--- src/logic/accel_cfg_pkg.sv ---
package accel_cfg_pkg;

  // datapath sizing
  localparam int LANES       = 4;
  localparam int WORD_WIDTH  = 8;
  localparam int ACC_WIDTH   = 20;
  localparam int KERNEL_LEN  = 3;

  // leaky relu slope of 1/8 on negative sums
  localparam int LRELU_SHIFT = 3;
  localparam int signed ACT_MAX = 2 ** (WORD_WIDTH - 1) - 1;
  localparam int signed ACT_MIN = -(2 ** (WORD_WIDTH - 1));

  // flow control, fifo depth doubles as host input credits
  localparam int IN_CREDITS  = 4;
  localparam int OUT_CREDITS = 2;

  // derived widths
  localparam int TAP_W     = $clog2(KERNEL_LEN);
  localparam int IN_PTR_W  = $clog2(IN_CREDITS);
  localparam int IN_CNT_W  = $clog2(IN_CREDITS + 1);
  localparam int OUT_CNT_W = $clog2(OUT_CREDITS + 1);

endpackage

--- src/logic/accel_types_pkg.sv ---
package accel_types_pkg;

  typedef logic signed [accel_cfg_pkg::WORD_WIDTH-1:0] word_t;
  typedef logic signed [accel_cfg_pkg::ACC_WIDTH-1:0]  acc_t;

  typedef enum logic {
    OP_WEIGHTS = 1'b0,
    OP_PIXELS  = 1'b1
  } op_e;

  // host beat, weight beats use lanes 0..KERNEL_LEN-1 as taps
  typedef struct packed {
    op_e                               op;
    word_t [accel_cfg_pkg::LANES-1:0]  lane;
  } in_beat_t;

  typedef struct packed {
    word_t [accel_cfg_pkg::LANES-1:0] lane;
  } pixel_beat_t;

  typedef struct packed {
    word_t [accel_cfg_pkg::KERNEL_LEN-1:0] tap;
  } weight_set_t;

  typedef struct packed {
    acc_t [accel_cfg_pkg::LANES-1:0] lane;
  } acc_beat_t;

  typedef struct packed {
    word_t [accel_cfg_pkg::LANES-1:0] lane;
  } act_beat_t;

  typedef enum logic {CONV_IDLE, CONV_ACCUM} conv_state_e;

  typedef enum logic {POOL_FIRST, POOL_SECOND} pool_state_e;

endpackage

--- src/logic/input_pipe.sv ---
module input_pipe (
  input  logic                        aclk,
  input  logic                        rst_n,
  input  logic                        in_valid,
  input  accel_types_pkg::in_beat_t   in_beat,
  output logic                        in_credit,
  output logic                        px_valid,
  output accel_types_pkg::pixel_beat_t px,
  output accel_types_pkg::weight_set_t weights,
  input  logic                        px_take
);

  accel_types_pkg::in_beat_t mem [accel_cfg_pkg::IN_CREDITS];

  logic [accel_cfg_pkg::IN_PTR_W-1:0] wr_ptr;
  logic [accel_cfg_pkg::IN_PTR_W-1:0] rd_ptr;
  logic [accel_cfg_pkg::IN_CNT_W-1:0] count;
  logic                               full;
  logic                               empty;
  logic                               head_is_weight;
  logic                               pop;
  accel_types_pkg::in_beat_t          head;
  accel_types_pkg::weight_set_t       weights_q;

  assign full  = count == accel_cfg_pkg::IN_CNT_W'(accel_cfg_pkg::IN_CREDITS);
  assign empty = count == '0;
  assign head  = mem[rd_ptr];

  // weight beats leave the fifo on their own
  assign head_is_weight = !empty && head.op == accel_types_pkg::OP_WEIGHTS;
  assign px_valid       = !empty && head.op == accel_types_pkg::OP_PIXELS;
  assign px.lane        = head.lane;
  assign pop            = head_is_weight || px_take;
  assign in_credit      = pop; // one credit back per popped entry
  assign weights        = weights_q;

  always_ff @(posedge aclk) begin
    if (in_valid) mem[wr_ptr] <= in_beat;
  end

  always_ff @(posedge aclk) begin
    if (!rst_n) begin
      wr_ptr    <= '0;
      rd_ptr    <= '0;
      count     <= '0;
      weights_q <= '0;
    end else begin
      if (in_valid) begin
        wr_ptr <= (wr_ptr == accel_cfg_pkg::IN_PTR_W'(accel_cfg_pkg::IN_CREDITS - 1)) ?
                  '0 : wr_ptr + 1'b1;
      end
      if (pop) begin
        rd_ptr <= (rd_ptr == accel_cfg_pkg::IN_PTR_W'(accel_cfg_pkg::IN_CREDITS - 1)) ?
                  '0 : rd_ptr + 1'b1;
      end
      case ({in_valid, pop})
        2'b10:   count <= count + 1'b1;
        2'b01:   count <= count - 1'b1;
        default: count <= count;
      endcase
      if (head_is_weight) weights_q.tap <= head.lane[accel_cfg_pkg::KERNEL_LEN-1:0]; // lane 3 dropped
    end
  end

  // host sent a beat without holding a credit
  a_no_overrun: assert property (@(posedge aclk) disable iff (!rst_n) in_valid |-> !full)
    else $error("input fifo overrun");

  a_take_valid: assert property (@(posedge aclk) disable iff (!rst_n) px_take |-> px_valid)
    else $error("px_take without px_valid");

endmodule

--- src/logic/conv_engine.sv ---
module conv_engine (
  input  logic                         aclk,
  input  logic                         rst_n,
  input  logic                         px_valid,
  input  accel_types_pkg::pixel_beat_t px,
  input  accel_types_pkg::weight_set_t weights,
  output logic                         px_take,
  input  logic                         out_credit,
  output logic                         acc_valid,
  output accel_types_pkg::acc_beat_t   acc
);

  accel_types_pkg::conv_state_e        state_q;
  logic [accel_cfg_pkg::TAP_W-1:0]     tap_q;
  logic                                pair_q;   // 0 first window, 1 second
  logic [accel_cfg_pkg::OUT_CNT_W-1:0] cnt_q;
  logic                                can_go;
  logic                                last_tap;
  logic                                spend;
  logic                                acc_valid_q;
  accel_types_pkg::word_t              w_cur;
  accel_types_pkg::acc_beat_t          acc_q;

  // mid-pair or a credit left for a new pair
  assign can_go   = state_q == accel_types_pkg::CONV_ACCUM || pair_q || cnt_q != '0;
  assign px_take  = px_valid && can_go;
  assign last_tap = tap_q == accel_cfg_pkg::TAP_W'(accel_cfg_pkg::KERNEL_LEN - 1);
  assign spend    = px_take && state_q == accel_types_pkg::CONV_IDLE && !pair_q;
  assign w_cur    = weights.tap[tap_q];

  assign acc_valid = acc_valid_q;
  assign acc       = acc_q;

  always_ff @(posedge aclk) begin
    if (!rst_n) begin
      state_q     <= accel_types_pkg::CONV_IDLE;
      tap_q       <= '0;
      pair_q      <= 1'b0;
      cnt_q       <= accel_cfg_pkg::OUT_CNT_W'(accel_cfg_pkg::OUT_CREDITS);
      acc_valid_q <= 1'b0;
    end else begin
      acc_valid_q <= px_take && last_tap;
      if (px_take) begin
        if (last_tap) begin
          tap_q   <= '0;
          state_q <= accel_types_pkg::CONV_IDLE;
          pair_q  <= !pair_q;
        end else begin
          tap_q   <= tap_q + 1'b1;
          state_q <= accel_types_pkg::CONV_ACCUM;
        end
      end
      case ({out_credit, spend})
        2'b10:   cnt_q <= cnt_q + 1'b1;
        2'b01:   cnt_q <= cnt_q - 1'b1;
        default: cnt_q <= cnt_q;
      endcase
    end
  end

  always_ff @(posedge aclk) begin
    if (px_take) begin
      for (int i = 0; i < accel_cfg_pkg::LANES; i++) begin
        if (state_q == accel_types_pkg::CONV_IDLE)
          acc_q.lane[i] <= px.lane[i] * w_cur; // first tap restarts the sum
        else
          acc_q.lane[i] <= acc_q.lane[i] + px.lane[i] * w_cur;
      end
    end
  end

  a_cnt_bound: assert property (@(posedge aclk) disable iff (!rst_n)
    cnt_q <= accel_cfg_pkg::OUT_CREDITS) else $error("output credit count above limit");

  // host returned more credits than it was given
  a_no_extra_credit: assert property (@(posedge aclk) disable iff (!rst_n)
    (out_credit && !spend) |-> cnt_q < accel_cfg_pkg::OUT_CREDITS)
    else $error("out_credit with all credits home");

endmodule

--- src/logic/lrelu_engine.sv ---
module lrelu_engine (
  input  logic                       aclk,
  input  logic                       rst_n,
  input  logic                       acc_valid,
  input  accel_types_pkg::acc_beat_t acc,
  output logic                       act_valid,
  output accel_types_pkg::act_beat_t act
);

  accel_types_pkg::act_beat_t act_d;
  accel_types_pkg::act_beat_t act_q;
  logic                       act_valid_q;

  always_comb begin
    accel_types_pkg::acc_t v;
    for (int i = 0; i < accel_cfg_pkg::LANES; i++) begin
      // arithmetic shift floors toward minus infinity
      v = acc.lane[i] < 0 ? acc.lane[i] >>> accel_cfg_pkg::LRELU_SHIFT : acc.lane[i];
      if (v > accel_cfg_pkg::ACT_MAX)      act_d.lane[i] = accel_types_pkg::word_t'(accel_cfg_pkg::ACT_MAX);
      else if (v < accel_cfg_pkg::ACT_MIN) act_d.lane[i] = accel_types_pkg::word_t'(accel_cfg_pkg::ACT_MIN);
      else                                 act_d.lane[i] = accel_types_pkg::word_t'(v);
    end
  end

  always_ff @(posedge aclk) begin
    if (!rst_n) act_valid_q <= 1'b0;
    else        act_valid_q <= acc_valid;
  end

  always_ff @(posedge aclk) begin
    if (acc_valid) act_q <= act_d;
  end

  assign act_valid = act_valid_q;
  assign act       = act_q;

endmodule

--- src/logic/maxpool_engine.sv ---
module maxpool_engine (
  input  logic                       aclk,
  input  logic                       rst_n,
  input  logic                       act_valid,
  input  accel_types_pkg::act_beat_t act,
  output logic                       out_valid,
  output accel_types_pkg::act_beat_t out_beat
);

  accel_types_pkg::pool_state_e state_q;
  accel_types_pkg::act_beat_t   hold_q;   // first activation of the pair
  accel_types_pkg::act_beat_t   max_d;
  accel_types_pkg::act_beat_t   out_q;
  logic                         out_valid_q;

  always_comb begin
    for (int i = 0; i < accel_cfg_pkg::LANES; i++) begin
      max_d.lane[i] = (act.lane[i] > hold_q.lane[i]) ? act.lane[i] : hold_q.lane[i];
    end
  end

  always_ff @(posedge aclk) begin
    if (!rst_n) begin
      state_q     <= accel_types_pkg::POOL_FIRST;
      out_valid_q <= 1'b0;
    end else begin
      out_valid_q <= act_valid && state_q == accel_types_pkg::POOL_SECOND;
      if (act_valid) begin
        state_q <= (state_q == accel_types_pkg::POOL_FIRST) ?
                   accel_types_pkg::POOL_SECOND : accel_types_pkg::POOL_FIRST;
      end
    end
  end

  always_ff @(posedge aclk) begin
    if (act_valid) begin
      if (state_q == accel_types_pkg::POOL_FIRST)
        hold_q <= act;
      else
        out_q <= max_d;
    end
  end

  assign out_valid = out_valid_q;
  assign out_beat  = out_q;

  // pooled outputs at least two windows apart
  a_out_gap: assert property (@(posedge aclk) disable iff (!rst_n)
    out_valid |=> !out_valid [* (2 * accel_cfg_pkg::KERNEL_LEN - 1)])
    else $error("out_valid closer than two windows");

endmodule

--- src/logic/accel_top.sv ---
module accel_top (
  input  logic                       aclk,
  input  logic                       rst_n,
  input  logic                       in_valid,
  input  accel_types_pkg::in_beat_t  in_beat,
  output logic                       in_credit,
  output logic                       out_valid,
  output accel_types_pkg::act_beat_t out_beat,
  input  logic                       out_credit
);

  logic                         px_valid;
  logic                         px_take;
  accel_types_pkg::pixel_beat_t px;
  accel_types_pkg::weight_set_t weights;
  logic                         acc_valid;
  accel_types_pkg::acc_beat_t   acc;
  logic                         act_valid;
  accel_types_pkg::act_beat_t   act;

  input_pipe input_pipe_i (
    .aclk      (aclk     ),
    .rst_n     (rst_n    ),
    .in_valid  (in_valid ),
    .in_beat   (in_beat  ),
    .in_credit (in_credit),
    .px_valid  (px_valid ),
    .px        (px       ),
    .weights   (weights  ),
    .px_take   (px_take  )
  );

  // owns the output credits
  conv_engine conv_engine_i (
    .aclk       (aclk      ),
    .rst_n      (rst_n     ),
    .px_valid   (px_valid  ),
    .px         (px        ),
    .weights    (weights   ),
    .px_take    (px_take   ),
    .out_credit (out_credit),
    .acc_valid  (acc_valid ),
    .acc        (acc       )
  );

  lrelu_engine lrelu_engine_i (
    .aclk      (aclk     ),
    .rst_n     (rst_n    ),
    .acc_valid (acc_valid),
    .acc       (acc      ),
    .act_valid (act_valid),
    .act       (act      )
  );

  maxpool_engine maxpool_engine_i (
    .aclk      (aclk     ),
    .rst_n     (rst_n    ),
    .act_valid (act_valid),
    .act       (act      ),
    .out_valid (out_valid),
    .out_beat  (out_beat )
  );

endmodule

--- config.mk ---
export PLATFORM = sky130hd
export DESIGN_NAME = accel_top
export DESIGN_NICKNAME = d
export VERILOG_FILES = /design/src/logic/accel_cfg_pkg.sv /design/src/logic/accel_types_pkg.sv /design/src/logic/input_pipe.sv /design/src/logic/conv_engine.sv /design/src/logic/lrelu_engine.sv /design/src/logic/maxpool_engine.sv /design/src/logic/accel_top.sv
export SDC_FILE = /design/constraint.sdc
export NUM_CORES = 1
export LEC_CHECK = 0
export BUFFER_PORTS_ARGS = -buffer_cell sky130_fd_sc_hd__buf_2
export CAP_MARGIN = 0
export CORE_MARGIN = 5
export CORE_UTILIZATION = 58
export DETAILED_ROUTE_END_ITERATION = 6
export PLACE_DENSITY_LB_ADDON = 0.15
export RECOVER_POWER = 25
export SLEW_MARGIN = 10
export SYNTH_ARGS = -nofsm -noshare
export SYNTH_HDL_FRONTEND = slang
export SYNTH_SLANG_ARGS = --single-unit
--- constraint.sdc ---
create_clock -name aclk -period 6.6 [get_ports aclk]
set_input_delay 1.65 -clock aclk [delete_from_list [all_inputs] [get_ports aclk]]
set_output_delay 1.65 -clock aclk [all_outputs]
set_load 0.02 [all_outputs]
Word-level counts from Yosys, hierarchy flattened
Memories as Yosys holds them, arrays and structs flattened. A register that Yosys moved wholly into a read port is not among the register bits. Index checks and enable logic that the tools add are counted.

Add/subtract/negate cells: 11. $mul: 4. Magnitude comparators: 17. Eq/ne operators: 7. Multiplexer cells: 29. Bitwise operators: 3. Reductions and logical operators: 19.

Operator list (number): adder 20 x 16 -> 20 bit (4); > comparator 20 x 8 -> 1 bit, second input constant (4); less-than comparator 20 x 1 -> 1 bit, second input constant (4); less-than comparator 20 x 8 -> 1 bit, second input constant (4); two-way mux 20 bit (4); two-way mux 19 bit (4); two-way mux 8 bit (9); multiplier 8 x 8 -> 16 bit (4); > comparator 8 bit (4); binary-select mux 8 bit (select 2 bit) (1); == test 2 bit, second input constant (5); two-way mux 2 bit (5); adder 2 x 1 -> 2 bit, second input constant (4); logical AND 1 bit (7); one-hot mux 3 bit (2 select lines) (1); AND reduction 2 bit (3); nonzero test 2 bit (3); == test 2 x 1 -> 1 bit, second input constant (2); two-way mux 1 bit (4); one-hot mux 2 bit (2 select lines) (1); adder 3 x 1 -> 3 bit, second input constant (1); logical NOT 3 bit (1); logical OR 1 bit (3); less-than comparator 2 x 3 -> 1 bit, second input constant (1); other kinds (4) (7).

Register bits after elaboration: 217. Bits in writable memories: 132. Input port bits: 37. Output and inout bits: 34. Logic and storage cells: 121. Memories kept: 1.

Memories: input_pipe_i.mem (words 4, width 33, rd ports 1, clocked after Yosys merged registers in 1, write ports 1, RTL line input_pipe.sv:13) `accel_types_pkg::in_beat_t mem [accel_cfg_pkg::IN_CREDITS];`.

Longest topological paths before layout
Depth in word-level cells: 8. Gate-level depth with buffers: 31. Gate-level depth less buffers: 28.

Cells and area by module
A second synthesis with hierarchy kept.

Cells, all modules: 2597. Area total of the unflattened synthesis: 28502.3 µm².

By module, submodules not included: conv_engine (instances 1, cells each 1936, area each 17603.1 µm², seq. area each 2542.4 µm²); input_pipe (instances 1, cells each 332, area each 6138.4 µm², seq. area each 4624.4 µm²); maxpool_engine (instances 1, cells each 227, area each 3233.1 µm², seq. area each 1961.9 µm²); lrelu_engine (instances 1, cells each 102, area each 1527.7 µm², seq. area each 980.9 µm²).

Worst setup path before layout
Ideal clock, no wire load.

Kind: flip-flop to flip-flop. Start point: reg (tool-made name). End point: reg conv_engine_i.acc_q (netlist bit conv_engine_i.acc[39]) (data pin). Library setup time: 265 ps. Arrival time: 7000 ps. Required time: 6335 ps. Path slack: -665 ps. Cell stages (with the launch flop): 32. Buffers on the path: 3. Period minus slack after synthesis: 7265 ps. Cell sequence: dfxtp_1 buf_2 buf_2 buf_2 mux2i_1 nand2_1 o21ai_1 nand2b_1 inv_1 fa_1 inv_1 fa_1 inv_1 fa_1 inv_1 fa_1 inv_1 ha_1 a21oi_1 nor2b_1 a311oi_2 a21oi_1 xnor2_2 inv_1 ha_1 a21oi_1 o21bai_1 a21o_1 nor3_1 a221oi_1 mux2i_1 xnor2_1.

RTL lines: end, declared (RTL line conv_engine.sv:22) `accel_types_pkg::acc_beat_t acc_q;`.

Final worst setup path
Start point: reg conv_engine_i.tap_q[0] in the netlist's numbering. End point: reg conv_engine_i.acc_q (netlist bit conv_engine_i.acc[19]) (data pin).

Word-level cells in the longest chain between the ends: 5.

RTL lines: start, declared (RTL line conv_engine.sv:14) `logic [accel_cfg_pkg::TAP_W-1:0] tap_q;`; start signal, assigned (RTL line conv_engine.sv:49) `tap_q <= tap_q + 1'b1;`; binary-select mux 8 bit (select 2 bit) (*) (RTL line conv_engine.sv:29) `assign w_cur = weights.tap[tap_q];`; two-way mux 8 bit (implied by the code) (*) (RTL line conv_engine.sv:29); multiplier 8 x 8 -> 16 bit (*) (RTL line conv_engine.sv:65, conv_engine.sv:67); adder 20 x 16 -> 20 bit (RTL line conv_engine.sv:67) `acc_q.lane[i] <= acc_q.lane[i] + px.lane[i] * w_cur;`; two-way mux 20 bit (*) (RTL line conv_engine.sv:64) `if (state_q == accel_types_pkg::CONV_IDLE)`.

Every way passes the cells marked *; elsewhere a longest branch is shown, timed or not. The select of a mux whose other input is x is not followed. A chain may end at the register's enable or synchronous reset.

==> summary.md <==
| Metric | Value |
|---|---|
| Final hold vios | 0 |
| EDFF count, synth | 308 |
| Worst Skew | 0.0153 ns |
| Via density | 5.48 |
| CTS sink count | 351 |
| DRT iter0 DRCs | 1363 |
| Worst setup SP type | register |
| Slew HR | -39.8% |
| Worst path required time | 6.91 ns |
| FMAX | 150 MHz |
| Place WS | -0.187 ns |
| Total global routing overflow | 0 |
| Crit end category | register |
| Rows | 81 |
| Routed vias | 21.0k |
| Total die area | 54400 um^2 |
| WL/cell | 16.9 um |
| RSZ-0062 raised after global routing | yes |
| Ports | 71 |
| Post-route insts no fill | 3830 |
| Syn avg cell area | 10.6 um^2 |
| Status | finished with violations |
| Critical path's slowest cell | fa_1 |
| Register area share after synthesis | 35.0% |
| Starting Density | 58.8% |
| Synth warn | 0 |
| Final critical-path required period | 6.65 ns |
| Largest net degree at the start of global routing | 70 |
| Port bufs | 70 |
| Arr. time, crit path | 6.96 ns |
| Placed insts | 3697 |
| Vias in the first global route | 21.5k |
| GPL Wtd Cong | 0.907 |
| Clock tree buffer depth | 3 |
| CTS H-tree lvls | 2 |
| DIE HEIGHT | 233 um |
| Num CTS Buffers | 41 |
| WL final | 64.8 mm |
| TritonCTS clock tree | yes |
| Most frequent CP cell | fa_1 |
| Top_reg_cell synth | edfxtp_1 |
| Residual DRC | 0 |
| Core area | 49200 um^2 |
| Failing checks | max-capacitance violations, max-slew violations, negative setup slack |
| Crit-path max cell delay | 0.54 ns |
| TNS Setup | -0.0776 ns |
| Pins Over Slew Limit | 67 |
| Min-Delay Path Class | register to register |
| Hold buffers post-CTS | 0 |
| Number of routed nets with antenna violations | 0 |
| Initial antenna violation count | 0 |
| Number of distinct library cells after synthesis | 86 |
| Clock slew at reported path FFs | 0.06 ns |
| Mapped Nets | 3241 |
| Layout Nets | 3639 |
| Clock latency on the worst-skew pair | 0.57 ns |
| Global-route wire length before repair | 105 mm |
| # diodes | 0 |
| Fillers | 3396 |
| Root Driver | clkbuf_16 |
| FFs w/ async S/R, synth | 0% |
| Setup CP Type | register to register |
| Final Cycle Share | 101% |
| Synthesized flop and latch total | 351 |
| Post-Synthesis Cells | 2736 |
| Max cap viols | 2 |
| Worst Path Max Fanout | 10 |
| Die X | 233 um |
| Final worst slack | -0.0496 ns |
| Slew at the pin closest to its max-slew limit | 2.10 ns |
| Share of layout cells above drive strength 1 | 26.5% |
| Setup-failing EPs final | 3 |
| Total GRT Usage | 23.5% |
| HPWL after DPL | 47.9 mm |
| Syn-to-layout area delta | 22.9% |
| Initial DRT Pass Iterations | 5 |
| Post-Synthesis Cell Area | 28900 um^2 |
==> timing repair <==
item                                    in CTS  in global routing
setup buffers                               20                 41
gates resized for setup                     68                226
endpoints found under the setup margin      16                 28
cloned                                       1                  1
pin swaps                                   21                121
==> synth_stat cells, drive strengths merged, types with 8 or more instances <==
cell,number,share of area [%]
mux2i,70,2.4
nand3,16,0.28
or3,10,0.22
o31ai,10,0.28
nand2,154,2.0
edfxtp,308,32
dfxtp,43,3.0
a211oi,26,0.69
clkbuf,48,0.62
o41ai,10,0.62
nand4,12,0.26
inv,406,5.3
o21bai,12,0.31
nor2b,36,0.78
o21ai,138,2.4
xor2,30,0.91
o211ai,15,0.48
mux2,102,4.4
nand2b,39,0.84
a21o,41,1.1
fa,225,16
nor2,284,3.7
o21a,53,1.4
buf,28,0.44
nor4,15,0.38
and2,47,1.0
a31o,8,0.24
a21oi,108,1.9
xnor2,95,3.0
nor3,21,0.36
ha,243,11
==> critical path: cells and delay by family, from the launching register on <==
family | cells | cell delay [ns]
DFF | 1 | 0.39
adders and majority gates | 6 | 2.42
AOI/OAI and AO/OA | 8 | 1.54
muxes | 1 | 0.15
buffers and inverters | 5 | 0.61
xor gates and xnor gates | 1 | 0.17
and+or+nand+nor | 7 | 1.09
==> metal layers <==
layer  vias up  share of wire, %  track usage [%]
met1     10300                45             32.3
met5         -                 0                0
met3       106               4.1             2.58
li1      10100                 -                -
met2       469                49             40.4
met4         0               2.2             5.74
==> cell families (layout without fill, tap and decap cells) <==
family	count (synthesis)	after routing	share of synthesized area (%)
compound gates	482	482	11.4
mux	173	173	6.90
fa+ha+maj	468	468	26.1
xor+xnor	125	125	3.88
flops	351	351	35.0
buf+inv	482	912	6.34
simple gates	655	655	10.4
==> registers in the layout, indices dropped and copies added, names as in the netlist, named ones only <==
register                    flops
input_pipe_i.mem              132
conv_engine_i.acc              80
lrelu_engine_i.act             32
maxpool_engine_i.hold_q        32
maxpool_engine_i.out_beat      32
input_pipe_i.weights           24
input_pipe_i.count              3
conv_engine_i.cnt_q             2
conv_engine_i.tap_q             2
input_pipe_i.rd_ptr             2
input_pipe_i.wr_ptr             2
conv_engine_i.acc_valid         1
conv_engine_i.pair_q            1
conv_engine_i.state_q           1
lrelu_engine_i.act_valid        1
maxpool_engine_i.out_valid      1
maxpool_engine_i.state_q        1
==> final timing paths <==
| path | cells past startpoint | endpoint | slack [ns] | start |
|---|---|---|---|---|
| min reg2reg | 0 | maxpool_engine_i.hold_q[24]$_DFFE_PP_ | 0.50 | lrelu_engine_i.act[24]$_SDFFCE_PN1P_ |
| min | 0 | maxpool_engine_i.hold_q[24]$_DFFE_PP_ | 0.50 | lrelu_engine_i.act[24]$_SDFFCE_PN1P_ |
| max | 28 | conv_engine_i.acc[19]$_DFFE_PP_ | -0.05 | conv_engine_i.tap_q[0]$_SDFFE_PN0P_ |
| max reg2reg | 28 | conv_engine_i.acc[19]$_DFFE_PP_ | -0.05 | conv_engine_i.tap_q[0]$_SDFFE_PN0P_ |
==> cell usage in the layout (no fill, tap or decap), types with 39 or more instances in the layout <==
cell and count:
o21ai_0 53, mux2i_1 67, a21oi_1 82, inv_1 384, edfxtp_1 308, o21a_1 46
and2_1 47, o21ai_1 49, mux2_2 62, dfxtp_1 39, buf_4 309, mux2_4 40
buf_2 51, nor2_1 261, nand2_1 150, a21o_1 41, xnor2_1 84, ha_1 205
clkbuf_16 42, fa_1 218
==> area by class of cell <==
type	instances	area, um^2	area share [%]
multi-input combinational	1903	18400	51.8
clock inverter	23	195	0.550
clock buffer	52	1090	3.06
inverter	406	1530	4.32
timing repair buffer	431	3340	9.41
sequential	351	10100	28.5
tap	664	831	2.34
==> per-stage QoR <==
stage | hold slack (ns) | util, % | area (um^2)
global route | 0.508 | 72.2 | 35500
CTS | 0.499 | 69.6 | 34200
finish | 0.497 | 72.2 | 35500
floorplan | 0.450 | - | 29200
detailed placement | 0.486 | 66.0 | 32400
global placement | 0.466 | 66.0 | 32400
Power is left out: the tool's default activity adds up to more than one toggle a clock period on the data nets, which glitch-free logic cannot reach.
